==> config.mk <==
export PLATFORM = sky130hd
export DESIGN_NAME = c64_loader_top
export DESIGN_NICKNAME = d
export VERILOG_FILES = /design/src/logic/loader_pkg.sv /design/src/logic/c64_loader_top.sv /design/src/logic/crt_loader.sv /design/src/logic/mem_write_master.sv /design/src/logic/prg_loader.sv
export VERILOG_INCLUDE_DIRS = /design/src /design/src/include
export SDC_FILE = /design/constraint.sdc
export NUM_CORES = 1
export LEC_CHECK = 0
export ABC_CLOCK_PERIOD_IN_PS = 6200
export BUFFER_PORTS_ARGS = -buffer_cell sky130_fd_sc_hd__buf_2
export CAP_MARGIN = 20
export CORE_MARGIN = 1.5
export CORE_UTILIZATION = 40
export CTS_BUF_LIST = sky130_fd_sc_hd__clkbuf_8
export CTS_CLUSTER_SIZE = 10
export DETAILED_ROUTE_END_ITERATION = 10
export PLACE_DENSITY = 0.58
export SYNTH_ARGS = -nofsm -noshare
export SYNTH_HDL_FRONTEND = slang
export SYNTH_SLANG_ARGS = --single-unit
==> constraint.sdc <==
create_clock -name clk_sys -period 6.2 [get_ports clk_sys]
set_input_delay 1.24 -clock clk_sys [delete_from_list [all_inputs] [get_ports clk_sys]]
set_output_delay 1.24 -clock clk_sys [all_outputs]
set_load 0.02 [all_outputs]
==> src/include/loader_config.svh <==
//================================================
// Loader configuration macros
// Address width, storage bases, host file indices
// and the zero-page pointer walk limit
//================================================
`ifndef LOADER_CONFIG_SVH
`define LOADER_CONFIG_SVH

// System memory address width
`define LOADER_ADDR_W 25

// Cartridge image storage starts here
`define LOADER_CRT_BASE 25'h100000

// Host file indices
`define LOADER_IDX_PRG 8'd4
`define LOADER_IDX_CRT 8'd5

// Chip packets land on 8 KB blocks
`define LOADER_CRT_BLOCK_W 13

// Pointer walk covers the zero page only
`define LOADER_MEMINIT_END 25'h100

`endif

==> src/logic/loader_pkg.sv <==
//================================================
// Loader package
// FSM state encodings and the pointer-patch opcode
//================================================
package loader_pkg;

	// PRG loader FSM
	typedef enum logic [1:0] {
		PRG_IDLE,
		PRG_LOAD,
		PRG_MEMINIT
	} prg_state_e;

	// CRT loader FSM
	typedef enum logic [1:0] {
		CRT_FILE_HDR,
		CRT_PKT_HDR,
		CRT_PKT_DATA
	} crt_state_e;

	// Which byte goes into a BASIC pointer
	typedef enum logic [2:0] {
		PTR_NONE,
		PTR_START_LO,
		PTR_START_HI,
		PTR_END_LO,
		PTR_END_HI
	} ptr_sel_e;

	// Write master, one write in flight at most
	typedef enum logic {
		WR_IDLE,
		WR_ACTIVE
	} wr_state_e;

endpackage

==> src/logic/c64_loader_top.sv <==
//================================================
// File loader top level
// PRG and CRT parsers sharing one write master
//================================================
`include "loader_config.svh"

module c64_loader_top (
	input  logic                      clk_sys,
	input  logic                      reset_n,
	input  logic                      dl_active_i,
	input  logic [7:0]                dl_index_i,
	input  logic [`LOADER_ADDR_W-1:0] dl_offset_i,
	input  logic [7:0]                dl_data_i,
	input  logic                      dl_wr_i,
	input  logic                      m_awready_i,
	input  logic                      m_wready_i,
	input  logic                      m_bvalid_i,
	input  logic [1:0]                m_bresp_i,
	output logic                      dl_wait_o,
	output logic                      busy_o,
	output logic                      m_awvalid_o,
	output logic [`LOADER_ADDR_W-1:0] m_awaddr_o,
	output logic                      m_wvalid_o,
	output logic [7:0]                m_wdata_o,
	output logic                      m_wstrb_o,
	output logic                      m_bready_o,
	output logic [15:0]               cart_id_o,
	output logic [7:0]                cart_exrom_o,
	output logic [7:0]                cart_game_o,
	output logic                      cart_attached_o,
	output logic                      bank_valid_o,
	output logic [7:0]                bank_type_o,
	output logic [15:0]               bank_num_o,
	output logic [15:0]               bank_laddr_o,
	output logic [15:0]               bank_size_o
);

	logic                      prg_req;
	logic [`LOADER_ADDR_W-1:0] prg_addr;
	logic [7:0]                prg_data;
	logic                      prg_grant;

	logic                      crt_req;
	logic [`LOADER_ADDR_W-1:0] crt_addr;
	logic [7:0]                crt_data;
	logic                      crt_grant;

	prg_loader u_prg_loader (
		.clk_sys     (clk_sys),
		.reset_n     (reset_n),
		.dl_active_i (dl_active_i),
		.dl_index_i  (dl_index_i),
		.dl_offset_i (dl_offset_i),
		.dl_data_i   (dl_data_i),
		.dl_wr_i     (dl_wr_i),
		.grant_i     (prg_grant),
		.req_o       (prg_req),
		.req_addr_o  (prg_addr),
		.req_data_o  (prg_data),
		.busy_o      (busy_o)
	);

	crt_loader u_crt_loader (
		.clk_sys         (clk_sys),
		.reset_n         (reset_n),
		.dl_active_i     (dl_active_i),
		.dl_index_i      (dl_index_i),
		.dl_offset_i     (dl_offset_i),
		.dl_data_i       (dl_data_i),
		.dl_wr_i         (dl_wr_i),
		.grant_i         (crt_grant),
		.req_o           (crt_req),
		.req_addr_o      (crt_addr),
		.req_data_o      (crt_data),
		.cart_id_o       (cart_id_o),
		.cart_exrom_o    (cart_exrom_o),
		.cart_game_o     (cart_game_o),
		.cart_attached_o (cart_attached_o),
		.bank_valid_o    (bank_valid_o),
		.bank_type_o     (bank_type_o),
		.bank_num_o      (bank_num_o),
		.bank_laddr_o    (bank_laddr_o),
		.bank_size_o     (bank_size_o)
	);

	mem_write_master u_mem_write_master (
		.clk_sys     (clk_sys),
		.reset_n     (reset_n),
		.prg_req_i   (prg_req),
		.prg_addr_i  (prg_addr),
		.prg_data_i  (prg_data),
		.crt_req_i   (crt_req),
		.crt_addr_i  (crt_addr),
		.crt_data_i  (crt_data),
		.awready_i   (m_awready_i),
		.wready_i    (m_wready_i),
		.bvalid_i    (m_bvalid_i),
		.bresp_i     (m_bresp_i),
		.prg_grant_o (prg_grant),
		.crt_grant_o (crt_grant),
		.dl_wait_o   (dl_wait_o),
		.awvalid_o   (m_awvalid_o),
		.awaddr_o    (m_awaddr_o),
		.wvalid_o    (m_wvalid_o),
		.wdata_o     (m_wdata_o),
		.wstrb_o     (m_wstrb_o),
		.bready_o    (m_bready_o)
	);

endmodule

==> src/logic/crt_loader.sv <==
//================================================
// CRT file parser
// File header fields, chip packet headers with
// bank reporting and 8 KB aligned data writes
//================================================
`include "loader_config.svh"

module crt_loader import loader_pkg::*; (
	input  logic                      clk_sys,
	input  logic                      reset_n,
	input  logic                      dl_active_i,
	input  logic [7:0]                dl_index_i,
	input  logic [`LOADER_ADDR_W-1:0] dl_offset_i,
	input  logic [7:0]                dl_data_i,
	input  logic                      dl_wr_i,
	input  logic                      grant_i,
	output logic                      req_o,
	output logic [`LOADER_ADDR_W-1:0] req_addr_o,
	output logic [7:0]                req_data_o,
	output logic [15:0]               cart_id_o,
	output logic [7:0]                cart_exrom_o,
	output logic [7:0]                cart_game_o,
	output logic                      cart_attached_o,
	output logic                      bank_valid_o,
	output logic [7:0]                bank_type_o,
	output logic [15:0]               bank_num_o,
	output logic [15:0]               bank_laddr_o,
	output logic [15:0]               bank_size_o
);

	crt_state_e state;

	logic [`LOADER_ADDR_W-1:0] wr_addr;
	logic [31:0] blk_len;
	logic [3:0]  hdr_cnt;
	logic        active_d;

	logic is_crt;
	logic take;
	logic hdr_byte;
	logic hdr_last;
	logic data_byte;

	assign is_crt    = (dl_index_i == `LOADER_IDX_CRT);
	assign take      = dl_wr_i && is_crt;
	assign hdr_byte  = take && (state == CRT_PKT_HDR);
	assign hdr_last  = hdr_byte && (hdr_cnt == 4'd15);
	assign data_byte = take && (state == CRT_PKT_DATA);

	//================================================
	// Control
	//================================================
	always_ff @(posedge clk_sys) begin
		if (!reset_n) begin
			state           <= CRT_FILE_HDR;
			hdr_cnt         <= 4'd0;
			req_o           <= 1'b0;
			bank_valid_o    <= 1'b0;
			cart_attached_o <= 1'b0;
			active_d        <= 1'b0;
		end else begin
			active_d     <= dl_active_i;
			bank_valid_o <= hdr_last;

			if (grant_i)
				req_o <= 1'b0;
			if (data_byte)
				req_o <= 1'b1;

			// Attached once a full image has gone through
			if (is_crt && active_d && !dl_active_i)
				cart_attached_o <= 1'b1;
			else if (is_crt && !active_d && dl_active_i)
				cart_attached_o <= 1'b0;

			if (take) begin
				case (state)
					CRT_FILE_HDR: begin
						if (dl_offset_i == 'h3F) begin
							state   <= CRT_PKT_HDR;
							hdr_cnt <= 4'd0;
						end
					end
					CRT_PKT_HDR: begin
						hdr_cnt <= hdr_cnt + 1'b1;
						if (hdr_cnt == 4'd15)
							state <= (blk_len == '0) ? CRT_PKT_HDR : CRT_PKT_DATA;
					end
					CRT_PKT_DATA: begin
						if (blk_len == 32'd1)
							state <= CRT_PKT_HDR;
					end
					default: state <= CRT_FILE_HDR;
				endcase

				// A new image restarts the parse
				if (dl_offset_i == 'd0) begin
					state   <= CRT_FILE_HDR;
					hdr_cnt <= 4'd0;
				end
			end
		end
	end

	//================================================
	// Header fields and write payload
	//================================================
	always_ff @(posedge clk_sys) begin
		if (take && (dl_offset_i == 'd0))
			wr_addr <= `LOADER_CRT_BASE;

		if (take && (state == CRT_FILE_HDR)) begin
			case (dl_offset_i)
				'h16:    cart_id_o[15:8] <= dl_data_i;
				'h17:    cart_id_o[7:0]  <= dl_data_i;
				'h18:    cart_exrom_o    <= dl_data_i;
				'h19:    cart_game_o     <= dl_data_i;
				default: ;
			endcase
		end

		if (hdr_byte) begin
			case (hdr_cnt)
				4'd0: begin
					// Round up to the next block boundary
					if (wr_addr[`LOADER_CRT_BLOCK_W-1:0] != '0) begin
						wr_addr[`LOADER_ADDR_W-1:`LOADER_CRT_BLOCK_W] <=
							wr_addr[`LOADER_ADDR_W-1:`LOADER_CRT_BLOCK_W] + 1'b1;
						wr_addr[`LOADER_CRT_BLOCK_W-1:0] <= '0;
					end
				end
				4'd4:  blk_len[31:24]     <= dl_data_i;
				4'd5:  blk_len[23:16]     <= dl_data_i;
				4'd6:  blk_len[15:8]      <= dl_data_i;
				4'd7:  blk_len[7:0]       <= dl_data_i;
				// Packet length includes its own 16 byte header
				4'd8:  blk_len            <= blk_len - 32'd16;
				4'd9:  bank_type_o        <= dl_data_i;
				4'd10: bank_num_o[15:8]   <= dl_data_i;
				4'd11: bank_num_o[7:0]    <= dl_data_i;
				4'd12: bank_laddr_o[15:8] <= dl_data_i;
				4'd13: bank_laddr_o[7:0]  <= dl_data_i;
				4'd14: bank_size_o[15:8]  <= dl_data_i;
				4'd15: bank_size_o[7:0]   <= dl_data_i;
				default: ;
			endcase
		end

		if (data_byte) begin
			req_addr_o <= wr_addr;
			req_data_o <= dl_data_i;
			wr_addr    <= wr_addr + 1'b1;
			blk_len    <= blk_len - 1'b1;
		end
	end

endmodule

==> src/logic/mem_write_master.sv <==
//================================================
// Memory write master
// Request arbitration, download back-pressure and
// a single-outstanding AXI4-Lite write channel
//================================================
`include "loader_config.svh"

module mem_write_master import loader_pkg::*; (
	input  logic                      clk_sys,
	input  logic                      reset_n,
	input  logic                      prg_req_i,
	input  logic [`LOADER_ADDR_W-1:0] prg_addr_i,
	input  logic [7:0]                prg_data_i,
	input  logic                      crt_req_i,
	input  logic [`LOADER_ADDR_W-1:0] crt_addr_i,
	input  logic [7:0]                crt_data_i,
	input  logic                      awready_i,
	input  logic                      wready_i,
	input  logic                      bvalid_i,
	input  logic [1:0]                bresp_i,
	output logic                      prg_grant_o,
	output logic                      crt_grant_o,
	output logic                      dl_wait_o,
	output logic                      awvalid_o,
	output logic [`LOADER_ADDR_W-1:0] awaddr_o,
	output logic                      wvalid_o,
	output logic [7:0]                wdata_o,
	output logic                      wstrb_o,
	output logic                      bready_o
);

	wr_state_e wr_state;

	// PRG wins a tie
	assign prg_grant_o = (wr_state == WR_IDLE) && prg_req_i;
	assign crt_grant_o = (wr_state == WR_IDLE) && !prg_req_i && crt_req_i;

	// A pending request already stalls the stream before it is granted
	assign dl_wait_o = (wr_state != WR_IDLE) || prg_req_i || crt_req_i;

	assign wstrb_o  = 1'b1;
	assign bready_o = 1'b1;

	always_ff @(posedge clk_sys) begin
		if (!reset_n) begin
			wr_state  <= WR_IDLE;
			awvalid_o <= 1'b0;
			wvalid_o  <= 1'b0;
		end else begin
			case (wr_state)
				WR_IDLE: begin
					if (prg_grant_o || crt_grant_o) begin
						wr_state  <= WR_ACTIVE;
						awvalid_o <= 1'b1;
						wvalid_o  <= 1'b1;
					end
				end
				WR_ACTIVE: begin
					// AW and W handshake on their own
					if (awvalid_o && awready_i)
						awvalid_o <= 1'b0;
					if (wvalid_o && wready_i)
						wvalid_o <= 1'b0;
					if (bvalid_i)
						wr_state <= WR_IDLE;
				end
				default: wr_state <= WR_IDLE;
			endcase
		end
	end

	// Holding register for the granted write
	always_ff @(posedge clk_sys) begin
		if (prg_grant_o) begin
			awaddr_o <= prg_addr_i;
			wdata_o  <= prg_data_i;
		end else if (crt_grant_o) begin
			awaddr_o <= crt_addr_i;
			wdata_o  <= crt_data_i;
		end
	end

	//================================================
	// Channel checks
	//================================================
	a_aw_stable: assert property (@(posedge clk_sys) disable iff (!reset_n)
		awvalid_o && !awready_i |=> awvalid_o && $stable(awaddr_o))
		else $error("AWADDR changed while waiting for AWREADY");

	a_w_stable: assert property (@(posedge clk_sys) disable iff (!reset_n)
		wvalid_o && !wready_i |=> wvalid_o && $stable(wdata_o))
		else $error("WDATA changed while waiting for WREADY");

	// Response only after both handshakes of the one write in flight
	a_b_outstanding: assert property (@(posedge clk_sys) disable iff (!reset_n)
		bvalid_i |-> (wr_state == WR_ACTIVE) && !awvalid_o && !wvalid_o
			&& (bresp_i == 2'b00))
		else $error("Unexpected or failed write response");

endmodule

==> src/logic/prg_loader.sv <==
//================================================
// PRG file parser
// Load address capture, byte write requests and
// the BASIC pointer patch after the download
//================================================
`include "loader_config.svh"

module prg_loader import loader_pkg::*; (
	input  logic                      clk_sys,
	input  logic                      reset_n,
	input  logic                      dl_active_i,
	input  logic [7:0]                dl_index_i,
	input  logic [`LOADER_ADDR_W-1:0] dl_offset_i,
	input  logic [7:0]                dl_data_i,
	input  logic                      dl_wr_i,
	input  logic                      grant_i,
	output logic                      req_o,
	output logic [`LOADER_ADDR_W-1:0] req_addr_o,
	output logic [7:0]                req_data_o,
	output logic                      busy_o
);

	prg_state_e state;
	ptr_sel_e   ptr_sel;

	logic [`LOADER_ADDR_W-1:0] load_addr;
	logic [15:0] start_addr;
	logic [15:0] end_addr;
	logic [7:0]  ptr_data;

	logic is_prg;
	logic take;
	logic data_byte;
	logic walk_start;
	logic walk_idle;
	logic walk_done;
	logic walk_issue;

	assign is_prg     = (dl_index_i == `LOADER_IDX_PRG);
	assign take       = dl_wr_i && is_prg && (state != PRG_MEMINIT);
	// Offsets 0 and 1 carry the load address
	assign data_byte  = take && (dl_offset_i > 'd1);
	assign walk_start = (state == PRG_LOAD) && !dl_active_i;
	assign walk_idle  = (state == PRG_MEMINIT) && !req_o;
	assign walk_done  = walk_idle && (load_addr == `LOADER_MEMINIT_END);
	assign walk_issue = walk_idle && !walk_done && (ptr_sel != PTR_NONE);
	assign busy_o     = (state == PRG_MEMINIT);

	//================================================
	// Zero-page pointer decode
	//================================================
	always_comb begin
		case (load_addr[7:0])
			// TXT and SAVE_START
			8'h2B, 8'hAC:               ptr_sel = PTR_START_LO;
			8'h2C, 8'hAD:               ptr_sel = PTR_START_HI;
			// VAR, ARY, STR and LOAD_END
			8'h2D, 8'h2F, 8'h31, 8'hAE: ptr_sel = PTR_END_LO;
			8'h2E, 8'h30, 8'h32, 8'hAF: ptr_sel = PTR_END_HI;
			default:                    ptr_sel = PTR_NONE;
		endcase
	end

	always_comb begin
		case (ptr_sel)
			PTR_START_LO: ptr_data = start_addr[7:0];
			PTR_START_HI: ptr_data = start_addr[15:8];
			PTR_END_LO:   ptr_data = end_addr[7:0];
			PTR_END_HI:   ptr_data = end_addr[15:8];
			default:      ptr_data = 8'h00;
		endcase
	end

	//================================================
	// Control
	//================================================
	always_ff @(posedge clk_sys) begin
		if (!reset_n) begin
			state <= PRG_IDLE;
			req_o <= 1'b0;
		end else begin
			if (grant_i)
				req_o <= 1'b0;
			if (data_byte || walk_issue)
				req_o <= 1'b1;

			case (state)
				PRG_IDLE: begin
					if (dl_active_i && is_prg)
						state <= PRG_LOAD;
				end
				PRG_LOAD: begin
					if (walk_start)
						state <= PRG_MEMINIT;
				end
				PRG_MEMINIT: begin
					if (walk_done)
						state <= PRG_IDLE;
				end
				default: state <= PRG_IDLE;
			endcase
		end
	end

	// Address, pointer values and write payload
	always_ff @(posedge clk_sys) begin
		if (take && (dl_offset_i == 'd0)) begin
			load_addr        <= {{(`LOADER_ADDR_W-8){1'b0}}, dl_data_i};
			start_addr[7:0]  <= dl_data_i;
			end_addr[7:0]    <= dl_data_i;
		end
		if (take && (dl_offset_i == 'd1)) begin
			load_addr[15:8]  <= dl_data_i;
			start_addr[15:8] <= dl_data_i;
			end_addr[15:8]   <= dl_data_i;
		end
		if (data_byte) begin
			req_addr_o <= load_addr;
			req_data_o <= dl_data_i;
			load_addr  <= load_addr + 1'b1;
			end_addr   <= end_addr + 1'b1;
		end

		if (walk_start)
			load_addr <= '0;
		// One zero-page address per cycle while no write is pending
		if (walk_idle && !walk_done) begin
			load_addr <= load_addr + 1'b1;
			if (walk_issue) begin
				req_addr_o <= load_addr;
				req_data_o <= ptr_data;
			end
		end
	end

	a_req_hold: assert property (@(posedge clk_sys) disable iff (!reset_n)
		req_o && !grant_i |=> req_o && $stable(req_addr_o) && $stable(req_data_o))
		else $error("PRG request dropped or changed before grant");

endmodule

==> impl_metrics.py <==
metrics = {
    "timing": {
        "hold_violations": 0,
        "setup-tns-final_ns": 0,
        "max-slew-margin-rel_pct": 31.1,
        "skew_ns": 0.0314,
        "setup-violations-final": 0,
        "finalMaxSlewViolations": 0,
        "fmax_ghz": 0.251,
        "fin_crit_sh_pct": 64.2,
        "finalCriticalPeriod_ns": 3.98,
        "rsz0062_at_grt": "false",
        "worst_pin_slew_ns": 1.03,
    },
    "route": {
        "routed_wl_mm": 37.9,
        "via_count": 10430,
        "first_pass_iters": 8,
        "ant_nets": 0,
        "dr.first_iter.drc_count": 1049,
        "drc": 0,
        "routedWlPerCell_um": 20.3,
        "avgViaCountPerCell": 5.60,
    },
    "pwr": {
        "power_switching_mw": 0.921,
        "p_sw_share_pct": 21.5,
        "leakage_nw": 5.97,
        "clkPwrFrac_pct": 44.2,
        "power.density_nw_per_um2": 259,
        "seq_power_share_pct": 53.6,
        "ir_drop_mv": 0.150,
        "power_frac_comb_pct": 2.2,
        "p_int_mw": 3.37,
    },
    "die": {
        "die-area_sq_um": 36500,
        "ioPinCount": 179,
        "die_y_um": 191,
        "initial_core_util_pct": 40.8,
        "die_w_um": 191,
        "num_rows": 68,
        "core_area_sq_um": 34600,
    },
    "setup_path": {
        "r2r-start": "u_crt_loader.blk_len[4]$_DFFE_PP_",
        "max_stage_delay_ns": 0.75,
        "reg2reg_depth": 8,
        "worstSetupPathType": "in -> reg",
        "required_ns": 6.52,
        "crit_path_frequent_cell": "nor2_1",
        "cp-end-kind": "flop",
        "crit_arrival_ns": 4.30,
        "ff2ff_setup_slack_ns": 2.88,
        "cp_cell_sequence": "buf_2, nor4b_2, nand4_1, buf_4, inv_2, nor2_1, a2bb2oi_1, nor2_1, a311oi_1",
        "reg2reg_to": "u_crt_loader.blk_len[26]$_DFFE_PP_",
        "startpoint_type": "primary input",
        "crit_path_start": "dl_index_i[3]",
        "slowest_stage": "nor4b_2",
        "crit_fanout": 40,
        "cp-endpoint": "u_crt_loader.blk_len[6]$_DFFE_PP_",
    },
    "yosys": {
        "synth_edf_count": 243,
        "ys_async_sr_fraction_pct": 0,
        "synth.most_common_cell": "edfxtp_1",
        "ys_warn_count": 0,
        "yosysTopAreaCell": "edfxtp_1",
        "synthCells": 1161,
        "synth_area_per_cell_sq_um": 12.2,
        "synth_flop_cell": "edfxtp_1",
        "yosys.area.top_type_share_pct": 51.6,
        "ys_types": 78,
        "yosys-top-cells-area": "edfxtp_1 (52%), dfxtp_1 (10%), mux2_2 (4.8%)",
        "ys_seq_elements": 317,
        "seq_area_frac_synth_pct": 62.1,
        "synth_common_cells": "edfxtp_1 (243), nor2_1 (100), dfxtp_1 (74), nand2_1 (74), a21oi_1 (71)",
        "synth_area_sq_um": 14100,
    },
    "final_layout": {
        "n_antenna_cell": 0,
        "nets": 1434,
        "register_area_sq_um": 8780,
        "fillerInstances": 3101,
        "multiInputGateArea_sq_um": 5040,
        "layout-drive-gt1-share_pct": 24.5,
        "syn2layout_area_growth_pct": 17.4,
        "final-instance-count-excl-fill": 1864,
    },
    "clock_tree": {
        "cts_setup_buffers": 0,
        "cts_buffer_depth": 3,
        "ctsResizeCount": 0,
        "cts_hold_buf": 0,
        "cts_tree": "done",
        "clk_latency_ns": 0.59,
        "clk_pin_slew_worst_paths_ns": 0.06,
        "cts_buffers": 54,
        "htreeDepth": 2,
        "cts-root-buf": "clkbuf_8",
        "clock-sinks": 317,
    },
    "global_routing": {
        "antenna_found_initial": 0,
        "grt_pass1_wl_mm": 58.5,
        "grt.overflow.total": 0,
        "grt_pass1_vias": 10024,
        "grt_max_degree": 41,
        "grt_util_all_layers_pct": 20.8,
    },
    "placed_design": {
        "gp_congestion": 0.922,
        "hpwl_mm": 25.0,
        "dpl.cell_count": 1765,
        "port_buffers": 174,
    },
    "run": {
        "max_cap_viol_count": 0,
    },
    "worst_hold_path": {
        "hold_path.class": "reg -> reg",
    },
    "status": {
        "status": "finished, final reports clean",
    },
}
how the worst min path moves through the flow:
stage / startpoint / end / slack, ns / depth (start not counted)
finish: u_prg_loader.req_addr_o[23]$_DFF_P_ / u_prg_loader.req_addr_o[23]$_DFF_P_ / 0.48 / 1
global route: u_prg_loader.req_addr_o[12]$_DFF_P_ / u_prg_loader.req_addr_o[12]$_DFF_P_ / 0.49 / 1
CTS: u_prg_loader.req_addr_o[13]$_DFF_P_ / u_prg_loader.req_addr_o[13]$_DFF_P_ / 0.48 / 1
detailed placement: u_crt_loader.wr_addr[24]$_DFF_P_ / u_crt_loader.req_addr_o[24]$_DFFE_PP_ / 0.46 / 0
global placement: u_crt_loader.wr_addr[24]$_DFF_P_ / u_crt_loader.req_addr_o[24]$_DFFE_PP_ / 0.45 / 0
floorplan: u_crt_loader.wr_addr[24]$_DFF_P_ / u_crt_loader.req_addr_o[24]$_DFFE_PP_ / 0.43 / 0
critical path, delay by kind of cell:
kind | cells | cell delay (ns)
AO/OA/AOI/OAI | 2 | 0.27
buffers and inverters | 3 | 1.11
AND/OR/NAND/NOR | 4 | 1.66
cells by family after synthesis:
kind of cell    share of synthesized area, %
other cells                           0.0265
simple gates                            14.2
buf+inv                                 2.34
compound gates                          12.3
xor+xnor                                2.35
fa+ha+maj                               1.33
flops                                   62.1
mux                                     5.35
layer usage:
metal  track usage (%)  vias to the layer above  share of wire [%]
met5                 0                        -                  0
met4              7.27                        0                2.6
met3              3.62                       69                5.7
met2              32.8                      340                 47
met1              28.8                     5104                 45
li1                  -                     4917                  -
cell usage in the layout, fill, tap and decap left out, types with 40 or more instances in the layout:
cell	netlist	final
nor2_1	100	99
mux2_2	60	60
clkbuf_8	0	63
o21ai_0	40	40
nand3_1	46	46
a21oi_1	71	71
dfxtp_1	74	74
edfxtp_1	243	243
buf_2	4	176
nand2_1	74	74
layout make-up:
cell class                 count  area share [%]
inverter                      25           0.566
clock inverter                33            1.29
timing repair buffer         194            6.18
tap                          455            3.43
multi-input combinational    777            30.4
clock buffer                  63            5.23
sequential                   317            52.9
per-stage QoR:
| step | area, sq um | power (mW) | setup WS [ns] | hold WS (ns) | utilization, % |
|---|---|---|---|---|---|
| 2_1_floorplan | 14100 | 2.38 | 2.62 | 0.429 | - |
| 6_report | 16600 | 4.29 | 2.22 | 0.481 | 47.9 |
| 3_5_place_dp | 15500 | 2.44 | 1.61 | 0.457 | 44.7 |
| 4_1_cts | 16600 | 4.34 | 2.22 | 0.482 | 47.8 |
| 3_3_place_gp | 15500 | 2.44 | 1.65 | 0.453 | 44.7 |
| 5_1_grt | 16600 | 4.44 | 1.97 | 0.493 | 47.9 |
flip-flops by register name, summed over array words and instances (netlist names), 16 cells and up:
signal and flops:
u_prg_loader.req_addr_o 25, u_crt_loader.req_addr_o 25, u_prg_loader.load_addr 25, u_crt_loader.bank_laddr_o 16, u_prg_loader.start_addr 16, u_prg_loader.end_addr 16
u_mem_write_master.awaddr_o 25, u_crt_loader.bank_num_o 16, u_crt_loader.bank_size_o 16, u_crt_loader.wr_addr 25, u_crt_loader.blk_len 32, u_crt_loader.cart_id_o 16
power by group through the flow:
stage                     Clock [mW]  Sequential, mW  Combinational (mW)
final                           1.90            2.30              0.0960
after detailed placement           0            2.34              0.0963
after global placement             0            2.34              0.0936
after CTS                       1.94            2.30              0.0966
after floorplan                    0            2.34              0.0431
after global routing            2.04            2.30               0.104
Note: power is estimated with default switching activity, not from simulation.
